**src/rtl/board_pkg.sv**
```systemverilog
// Board bus widths, the synchronised input bundle and seven-segment display types.
package board_pkg;

  // widths of the physical board buses.
  localparam int key_w = 4;
  localparam int sw_w  = 10;
  localparam int pad_w = 4;
  localparam int led_w = 10;

  // all asynchronous board inputs travel together as one 18-bit bundle.
  typedef struct packed {
    logic [key_w-1:0] key;
    logic [sw_w-1:0]  sw;
    logic [pad_w-1:0] pad;
  } board_in_t;

  // one hexadecimal value shown on a display.
  typedef logic [3:0] hex_digit_t;

  // active-low segment pattern for one display with segment g in bit 6.
  typedef logic [6:0] seg_t;

  // index 0 of the six displays is the rightmost one.
  typedef seg_t [5:0] seg_bank_t;

endpackage

```
**src/rtl/io_map_pkg.sv**
```systemverilog
// Peripheral address map, CPU memory request struct, hex word union and scan position.
package io_map_pkg;

  // addresses of the peripheral window at the top of the 16-bit space.
  localparam logic [15:0] sw_addr     = 16'hFFFF;
  localparam logic [15:0] key_addr    = 16'hFFFE;
  localparam logic [15:0] ledr_addr   = 16'hFFFD;
  localparam logic [15:0] hex_h_addr  = 16'hFFFC;
  localparam logic [15:0] hex_l_addr  = 16'hFFFB;
  localparam logic [15:0] hcount_addr = 16'hFFFA;
  localparam logic [15:0] vcount_addr = 16'hFFF9;
  localparam logic [15:0] music_addr  = 16'hFFF8;
  localparam logic [15:0] pad_addr    = 16'hFFF7;

  // single-cycle memory port request from the CPU.
  // read data returns combinationally and is not part of the request.
  typedef struct packed {
    logic [15:0] addr;
    logic        wr_en;
    logic [15:0] wr_data;
  } mem_req_t;

  // the hex-low register is written as one word and shown as four digits.
  // digit 3 sits in the top nibble.
  typedef union packed {
    logic [15:0]                  raw;
    board_pkg::hex_digit_t [3:0]  digits;
  } hex_word_u;

  // current raster position.
  typedef struct packed {
    logic [15:0] hcount;
    logic [15:0] vcount;
  } scan_pos_t;

endpackage

```
**src/rtl/input_sync.sv**
```systemverilog
// Two-stage synchroniser for the key, switch and drum pad input bundle.
`timescale 1ns/1ns

module input_sync (
  input  logic                 clk,
  input  logic                 reset_n,
  input  board_pkg::board_in_t raw,
  output board_pkg::board_in_t synced
);

  import board_pkg::*;

  // first stage may go metastable, the second one settles it.
  board_in_t stage1;

  always_ff @(posedge clk) begin
    if (!reset_n) begin
      stage1 <= '0;
      synced <= '0;
    end else begin
      stage1 <= raw;
      synced <= stage1;
    end
  end

endmodule

```
**src/rtl/scan_counter.sv**
```systemverilog
// Raster counter producing the horizontal and vertical scan position.
`timescale 1ns/1ns

module scan_counter #(
  parameter int H_TOTAL = 800,
  parameter int V_TOTAL = 525
) (
  input  logic                  clk,
  input  logic                  reset_n,
  output io_map_pkg::scan_pos_t pos
);

  logic h_last;
  logic v_last;

  // end of line and end of frame.
  assign h_last = (pos.hcount == 16'(H_TOTAL - 1));
  assign v_last = (pos.vcount == 16'(V_TOTAL - 1));

  // hcount advances every cycle.
  always_ff @(posedge clk) begin
    if (!reset_n) begin
      pos.hcount <= '0;
    end else if (h_last) begin
      pos.hcount <= '0;
    end else begin
      pos.hcount <= pos.hcount + 16'd1;
    end
  end

  // vcount steps once per line, on the cycle hcount wraps.
  always_ff @(posedge clk) begin
    if (!reset_n) begin
      pos.vcount <= '0;
    end else if (h_last) begin
      if (v_last) begin
        pos.vcount <= '0;
      end else begin
        pos.vcount <= pos.vcount + 16'd1;
      end
    end
  end

endmodule

```
**src/rtl/seven_seg_decoder.sv**
```systemverilog
// Six-digit hexadecimal to active-low seven-segment decoder.
`timescale 1ns/1ns

module seven_seg_decoder (
  input  board_pkg::hex_digit_t [5:0] digits,
  output board_pkg::seg_bank_t        segs
);

  import board_pkg::*;

  // standard hex glyphs light a segment when its bit is 0.
  function automatic seg_t glyph(input hex_digit_t d);
    case (d)
      4'h0: glyph = 7'b1000000;
      4'h1: glyph = 7'b1111001;
      4'h2: glyph = 7'b0100100;
      4'h3: glyph = 7'b0110000;
      4'h4: glyph = 7'b0011001;
      4'h5: glyph = 7'b0010010;
      4'h6: glyph = 7'b0000010;
      4'h7: glyph = 7'b1111000;
      4'h8: glyph = 7'b0000000;
      4'h9: glyph = 7'b0010000;
      4'hA: glyph = 7'b0001000;
      4'hB: glyph = 7'b0000011;
      4'hC: glyph = 7'b1000110;
      4'hD: glyph = 7'b0100001;
      4'hE: glyph = 7'b0000110;
      default: glyph = 7'b0001110;
    endcase
  endfunction

  // each display decodes its own digit.
  always_comb begin
    for (int i = 0; i < 6; i++) begin
      segs[i] = glyph(digits[i]);
    end
  end

endmodule

```
**src/rtl/io_mapping.sv**
```systemverilog
// CPU memory port decode, output registers, read multiplexer and display drive.
`timescale 1ns/1ns

module io_mapping (
  input  logic                  clk,
  input  logic                  reset_n,
  input  io_map_pkg::mem_req_t  req,
  output logic [15:0]           rd_data,
  input  board_pkg::board_in_t  inputs,
  input  io_map_pkg::scan_pos_t scan,
  output logic [9:0]            ledr,
  output logic [1:0]            music_ctrl,
  output board_pkg::seg_bank_t  hex_segs
);

  import board_pkg::*;
  import io_map_pkg::*;

  hex_word_u        hex_l;
  logic [7:0]       hex_h;
  hex_digit_t [5:0] digits;

  logic wr_hex_l;
  logic wr_hex_h;
  logic wr_ledr;
  logic wr_music;

  // a write lands only when the address hits a writable register.
  assign wr_hex_l = req.wr_en && (req.addr == hex_l_addr);
  assign wr_hex_h = req.wr_en && (req.addr == hex_h_addr);
  assign wr_ledr  = req.wr_en && (req.addr == ledr_addr);
  assign wr_music = req.wr_en && (req.addr == music_addr);

  // the low word is stored raw and read out as digits for the displays.
  always_ff @(posedge clk) begin
    if (!reset_n) begin
      hex_l.raw <= '0;
    end else if (wr_hex_l) begin
      hex_l.raw <= req.wr_data;
    end
  end

  // the upper two displays keep only the low byte of the write.
  always_ff @(posedge clk) begin
    if (!reset_n) begin
      hex_h <= '0;
    end else if (wr_hex_h) begin
      hex_h <= req.wr_data[7:0];
    end
  end

  always_ff @(posedge clk) begin
    if (!reset_n) begin
      ledr <= '0;
    end else if (wr_ledr) begin
      ledr <= req.wr_data[led_w-1:0];
    end
  end

  // music control word for the audio engine.
  always_ff @(posedge clk) begin
    if (!reset_n) begin
      music_ctrl <= '0;
    end else if (wr_music) begin
      music_ctrl <= req.wr_data[1:0];
    end
  end

  // read data is combinational from the address; unmapped reads give zero.
  always_comb begin
    case (req.addr)
      hex_l_addr:  rd_data = hex_l.raw;
      hex_h_addr:  rd_data = 16'(hex_h);
      ledr_addr:   rd_data = 16'(ledr);
      sw_addr:     rd_data = 16'(inputs.sw);
      key_addr:    rd_data = 16'(inputs.key);
      pad_addr:    rd_data = 16'(inputs.pad);
      hcount_addr: rd_data = scan.hcount;
      vcount_addr: rd_data = scan.vcount;
      music_addr:  rd_data = 16'(music_ctrl);
      default:     rd_data = '0;
    endcase
  end

  // digits 5 and 4 come from the high byte, digits 3 to 0 from the low word.
  assign digits = {hex_h, hex_l.digits};

  seven_seg_decoder seven_seg_decoder_inst (
    .digits (digits),
    .segs   (hex_segs)
  );

endmodule

```
**src/rtl/board_io_top.sv**
```systemverilog
// Board I/O subsystem top level joining synchroniser, scan counter and I/O map.
`timescale 1ns/1ns

module board_io_top #(
  parameter int H_TOTAL = 800,
  parameter int V_TOTAL = 525
) (
  input  logic                 clk,
  input  logic                 reset_n,
  input  io_map_pkg::mem_req_t mem_req,
  output logic [15:0]          rd_data,
  input  board_pkg::board_in_t board_in,
  output logic [9:0]           ledr,
  output logic [1:0]           music_ctrl,
  output board_pkg::seg_bank_t hex_segs
);

  import board_pkg::*;
  import io_map_pkg::*;

  board_in_t synced_in;
  scan_pos_t scan_pos;

  input_sync input_sync_inst (
    .clk     (clk),
    .reset_n (reset_n),
    .raw     (board_in),
    .synced  (synced_in)
  );

  scan_counter #(
    .H_TOTAL (H_TOTAL),
    .V_TOTAL (V_TOTAL)
  ) scan_counter_inst (
    .clk     (clk),
    .reset_n (reset_n),
    .pos     (scan_pos)
  );

  io_mapping io_mapping_inst (
    .clk        (clk),
    .reset_n    (reset_n),
    .req        (mem_req),
    .rd_data    (rd_data),
    .inputs     (synced_in),
    .scan       (scan_pos),
    .ledr       (ledr),
    .music_ctrl (music_ctrl),
    .hex_segs   (hex_segs)
  );

endmodule

```
**config.mk**
```make
export PLATFORM = sky130hd
export DESIGN_NAME = board_io_top
export DESIGN_NICKNAME = d
export VERILOG_FILES = /design/src/rtl/board_pkg.sv /design/src/rtl/io_map_pkg.sv /design/src/rtl/input_sync.sv /design/src/rtl/scan_counter.sv /design/src/rtl/seven_seg_decoder.sv /design/src/rtl/io_mapping.sv /design/src/rtl/board_io_top.sv
export SDC_FILE = /design/constraint.sdc
export NUM_CORES = 1
export LEC_CHECK = 0
export ABC_AREA = 1
export BUFFER_PORTS_ARGS = -buffer_cell sky130_fd_sc_hd__buf_2
export CORE_ASPECT_RATIO = 0.6
export CORE_MARGIN = 2
export CORE_UTILIZATION = 35
export CTS_BUF_LIST = sky130_fd_sc_hd__clkbuf_8
export CTS_CLUSTER_SIZE = 8
export DETAILED_ROUTE_END_ITERATION = 16
export SLEW_MARGIN = 20
export SYNTH_ARGS = -nofsm -noshare
export SYNTH_HDL_FRONTEND = slang
export SYNTH_HIERARCHICAL = 1
export SYNTH_SLANG_ARGS = --single-unit
```
**constraint.sdc**
```tcl
create_clock -name clk -period 3.8 [get_ports clk]
set_clock_uncertainty 0.2 [all_clocks]
set_input_delay 0.76 -clock clk [delete_from_list [all_inputs] [get_ports clk]]
set_output_delay 0.76 -clock clk [all_outputs]
set_load 0.05 [all_outputs]
```
======== Yosys cells after proc, flatten, opt, wreduce, memory -nomap -nowiden ========
Memories as Yosys holds them, arrays and structs flattened. A register that Yosys moved wholly into a read port is not among the register bits.
Cells that the tools add are included.
cells by class
  add/sub/neg operators ................... 2
  equal/unequal tests ..................... 11
  mux-type cells .......................... 14
  bitwise logic cells ..................... 1
  reduce and logical (&&, ||, !) cells .... 5
operators with widths
  kind                   number
  $eq 16x16->1 const B   9
  $pmux 16 s9            1
  $mux 4                 12
  $add 16x1->16 const B  2
  $eq 16x10->1 const B   2
  $mux 16                1
  $logic_and 1x1->1      4
  $reduce_or 2->1        1
  $not 1->1              1
word-level totals
  flip-flop bits (word level) ............. 104
  bits in read-only memories .............. 672
  output and inout port bits .............. 70
  word-level logic and storage cells ...... 51
  memories ................................ 6
memories
  memory           words  bits a word  read ports  clocked after memory_dff  wr ports  RTL line                 text
  (no name shown)  16     7            1           1                         0         seven_seg_decoder.sv:13  case (d)
  (no name shown)  16     7            1           1                         0         seven_seg_decoder.sv:13
  (no name shown)  16     7            1           1                         0         seven_seg_decoder.sv:13
  (no name shown)  16     7            1           1                         0         seven_seg_decoder.sv:13
  (no name shown)  16     7            1           1                         0         seven_seg_decoder.sv:13
  (no name shown)  16     7            1           1                         0         seven_seg_decoder.sv:13

======== Logic depth before layout (Yosys ltp) ========
  word-level depth ........................ 4
  gate-level depth with buffers ........... 10
  gate-level depth less buffers ........... 10

======== Cells and area by module ========
Netlist, hierarchy kept.
modules (own cells, without submodules)
  module             times used  cells each  area each (sq um)  sequential area each (sq um)
  io_mapping         1           371         2328.5             720.7
  scan_counter       1           271         1828.0             640.6
  seven_seg_decoder  1           303         1629.1             0.0
  input_sync         1           112         1032.2             720.7

======== Least setup slack after synthesis ========
No wires, ideal clock.
  path kind ............................... input to output
  start ................................... in mem_req[26] (netlist bit)
  end ..................................... out rd_data[2]
  arrival time ............................ 1.960 ns
  required time ........................... 2.840 ns
  path slack .............................. 0.880 ns
  stages .................................. 9
  buffers on the path ..................... 1
  path through ............................ nand2_1 -> nor2_2 -> nand2_4 -> inv_2 -> buf_2 -> nand3_1 -> nand2_1 -> nor2_1 -> nand3_1
between the ends
  word-level cells in the longest chain between the ends .. 2
ends and longest elaborated chain
  what             RTL line            text
  start, declared  board_io_top.sv:10  input io_map_pkg::mem_req_t mem_req,
  $eq 16x16->1     io_mapping.sv:71    case (req.addr)
  $pmux 16 s9 *    io_mapping.sv:71
  end, declared    board_io_top.sv:11  output logic [15:0] rd_data,
Mark *: on every way between the ends. The rest lies on a longest branch, timed or not.

======== Worst setup path after layout ========
  start ................................... in mem_req[30] (netlist bit)
  end ..................................... out rd_data[5]
Same word-level chain as after synthesis.

==> summary.txt <==
Power and ir drop
  – Pwr dens: 251 mW/mm²
  – Static leakage: 4.08 nW
  – Pwr Total: between 1.5 and 2 mW
  – Maximum VDD drop: around 0.22 mV

Worst setup path
  – Worst Path Class, Setup: primary input to output pin
  – Critical Path RT: 2840 ps
  – CP max FO: 19
  – Worst Setup End Kind: output pin
  – Worst Path Arrival: ~2300 ps
  – CP Launch Type: primary input

Place
  – GPL Wtd Cong: around 0.93
  – Area post-placement: 0.00762 mm²
  – Worst slack, placed: roughly 520 ps
  – Hpwl dp: 15500 µm
  – Port Buf Inserts: 122

Global route
  – First-pass GRT wire length: 31900 µm
  – Vias in the first global route: about 6000
  – Total grt overflow: 0
  – Largest net degree at the start of global routing: 42
  – Initial antenna violation count: 1
  – Total track usage: 0.194

Floorplanning
  – Initial core utilization: 0.357
  – Row count: 39
  – Die area: ~0.021 mm²
  – CORE AREA: 0.0191 mm²
  – Die Span Y: ~110 µm
  – IO Count: around 120
  – Die X: between 150 and 200 µm

Logic synthesis
  – Top cell type's share of synthesized area: 0.305
  – Post-synthesis sequential area ratio: 0.305
  – Syn avg cell area: approximately 6.5 µm²
  – Post-synthesis cell type count: 32
  – Synth Area in Compound Gates: 0.0536
  – Mux cell area share after synthesis: 0
  – Syn Inst Count: 1057
  – Leading area contributor after synthesis: dfxtp_1
  – Synth Area in Simple Gates: 0.443
  – Syn Nets: 1155
  – Synth top area cells: dfxtp_1, nand2_1, nand3_1
  – Synth Area in Adders: 0.0826
  – Mapped Area: 0.00682 mm²
  – Ys async rst share: 0
  – Largest family of logic cells by synthesized area: simple AND/OR/NAND/NOR gates
  – YS warnings: 6
  – Yosys reg bits: ~100
  – EDFF count, synth: 0
  – Post-Synth XOR/XNOR Area: 0.0128
  – Top FF cell, synth: dfxtp_1

Clock network
  – CTS clock-pin slew for the worst setup and hold paths: 100 ps
  – Htree depth: 3
  – Post-CTS Repair Setup Buffers: 0
  – Total CTS buffers: 9
  – Clock latency on the worst-skew pair: 370 ps
  – Clock sink count: roughly 100
  – TritonCTS clock tree: built
  – Max clock buf depth: 2
  – Cts repair resizes: 0
  – Root buffer cell: clkbuf_8
  – # hold bufs at CTS: 0

Route
  – WL final: a little under 20000 µm
  – First-pass detailed-route iteration total: 5
  – Top sig layer: met4
  – Via Count: 6806
  – Antenna Violating Nets Remaining: 0
  – M1 WL: roughly 11000 µm
  – DRT iter0 DRCs: about 550
  – Met3 WL: around 1700 µm
  – DRC violations left: 0
  – Routed len/inst: about 14 µm
  – Vias per cell: 4.73
  – DR WL met2: 7260 µm

Outcome
  – Run status: complete, no violations

Timing
  – Setup violators final: 0
  – Final min period: roughly 3300 ps
  – Final hold viol count: 0
  – RSZ-0062 raised after global routing: false
  – Max_slew headroom: 0.593
  – Period Utilization, post-route: 0.860
  – Total negative slack: 0 ps
  – Final setup margin: around 530 ps
  – Slew of the pin with the lowest slew margin: roughly 610 ps
  – Slew Limit Fails: 0
  – Max Fclk: 306 MHz

Final layout
  – Fillers: between 2000 and 2500
  – Area growth syn-to-layout: 14.9%
  – Final core utilization: 0.411
  – Nets@finish: 1264
  – Share of cells above drive strength 1: 0.173
  – Cell area after layout: approximately 0.0078 mm²

Job
  – Max cap viols: 0

Hold path
  – Worst min-delay path class: flop to flop
[power breakdown]
part | leakage [nW] | switching, mW | internal (mW)
Sequential | 0.846 | 0.00795 | 1.11
Clock | 0.104 | 0.420 | 0.319
Combinational | 3.13 | 0.0724 | 0.0380
[through the flow]
stage / std cells / hold slack [ps]
final: 1438 / 222
after global routing: 1437 / 246
after CTS: 1437 / 226
after detailed placement: 1421 / 200
after global placement: 1421 / 196
after floorplan: 1057 / 186
[cell usage after synthesis (13+ instances only)]
library cell	count
nand2_1	327
nand3_1	131
nor2_1	122
inv_1	120
dfxtp_1	104
ha_1	45
a21oi_1	27
o21ai_0	20
nor3_1	19
o21ai_1	17
nor2_2	14
inv_2	13
nand4_1	13
[registers in the layout (all words and copies together), names as in the netlist]
name and count:
input_sync_inst/synced 18, io_mapping_inst/hex_h 8, io_mapping_inst/ledr 10, scan_counter_inst/pos 32, io_mapping_inst/music_ctrl 2, input_sync_inst/stage1 18
io_mapping_inst/hex_l 16
[final timing paths]
check                                          startpoint                         to  slack [ps]  cells after the start
worst max register to register  scan_counter_inst/pos[16]   scan_counter_inst/pos[4]        1750                      8
worst max-delay path                          mem_req[30]                 rd_data[5]         530                     12
worst min register to register  input_sync_inst/stage1[7]  input_sync_inst/synced[7]         220                      2
worst min-delay path            input_sync_inst/stage1[7]  input_sync_inst/synced[7]         220                      2
[logic make-up (layout without fill, tap and decap cells)]
logic type / count (synthesis) / after routing
buf+inv: 162 / 276
compound gates: 70 / 70
simple gates: 666 / 666
flops: 104 / 104
xor+xnor: 10 / 10
fa+ha+maj: 45 / 45
other cells: 0 / 1
[layer usage]
layer | global-route usage | vias to the layer above
li1 | - | 3535
met1 | 0.314 | 2988
met3 | 0.0457 | 17
met4 | 0.0363 | 0
met5 | 0 | -
met2 | 0.254 | 266
[layout make-up]
type / count / area (µm²) / area share
multi-input combinational: 791 / 4040 / 0.515
sequential: 104 / 2080 / 0.266
clock inverter: 7 / 86.3 / 0.0110
antenna: 1 / 2.50 / 0.000319
timing repair buffer: 125 / 663 / 0.0847
clock buffer: 9 / 124 / 0.0158
inverter: 135 / 507 / 0.0647
tap: 266 / 333 / 0.0425
[worst max-delay path, stage by stage]
cell,delay [ps]
buf_2,80
nand2_1,50
nor2_2,140
nand2_4,140
inv_2,290
nand2_2,110
inv_2,200
nand2_1,80
nand2_1,60
nor2_1,40
nand2_1,80
buf_2,270
[layout by cell type (no fill, tap or decap), types with 4 or more instances in the layout]
cell type	n
inv_1	120
nand3_1	131
o21ai_0	20
nor3_1	19
nor2_8	5
nand4_1	13
nor2_2	14
nor2_1	122
xor2_1	10
ha_1	45
buf_2	120
inv_2	13
o21ai_1	17
nand2_1	327
nor2_4	6
nand2_2	12
clkbuf_8	9
dfxtp_1	104
nand2_4	7
o21bai_1	4
a21oi_1	27
(Power assumes the default switching activity.)
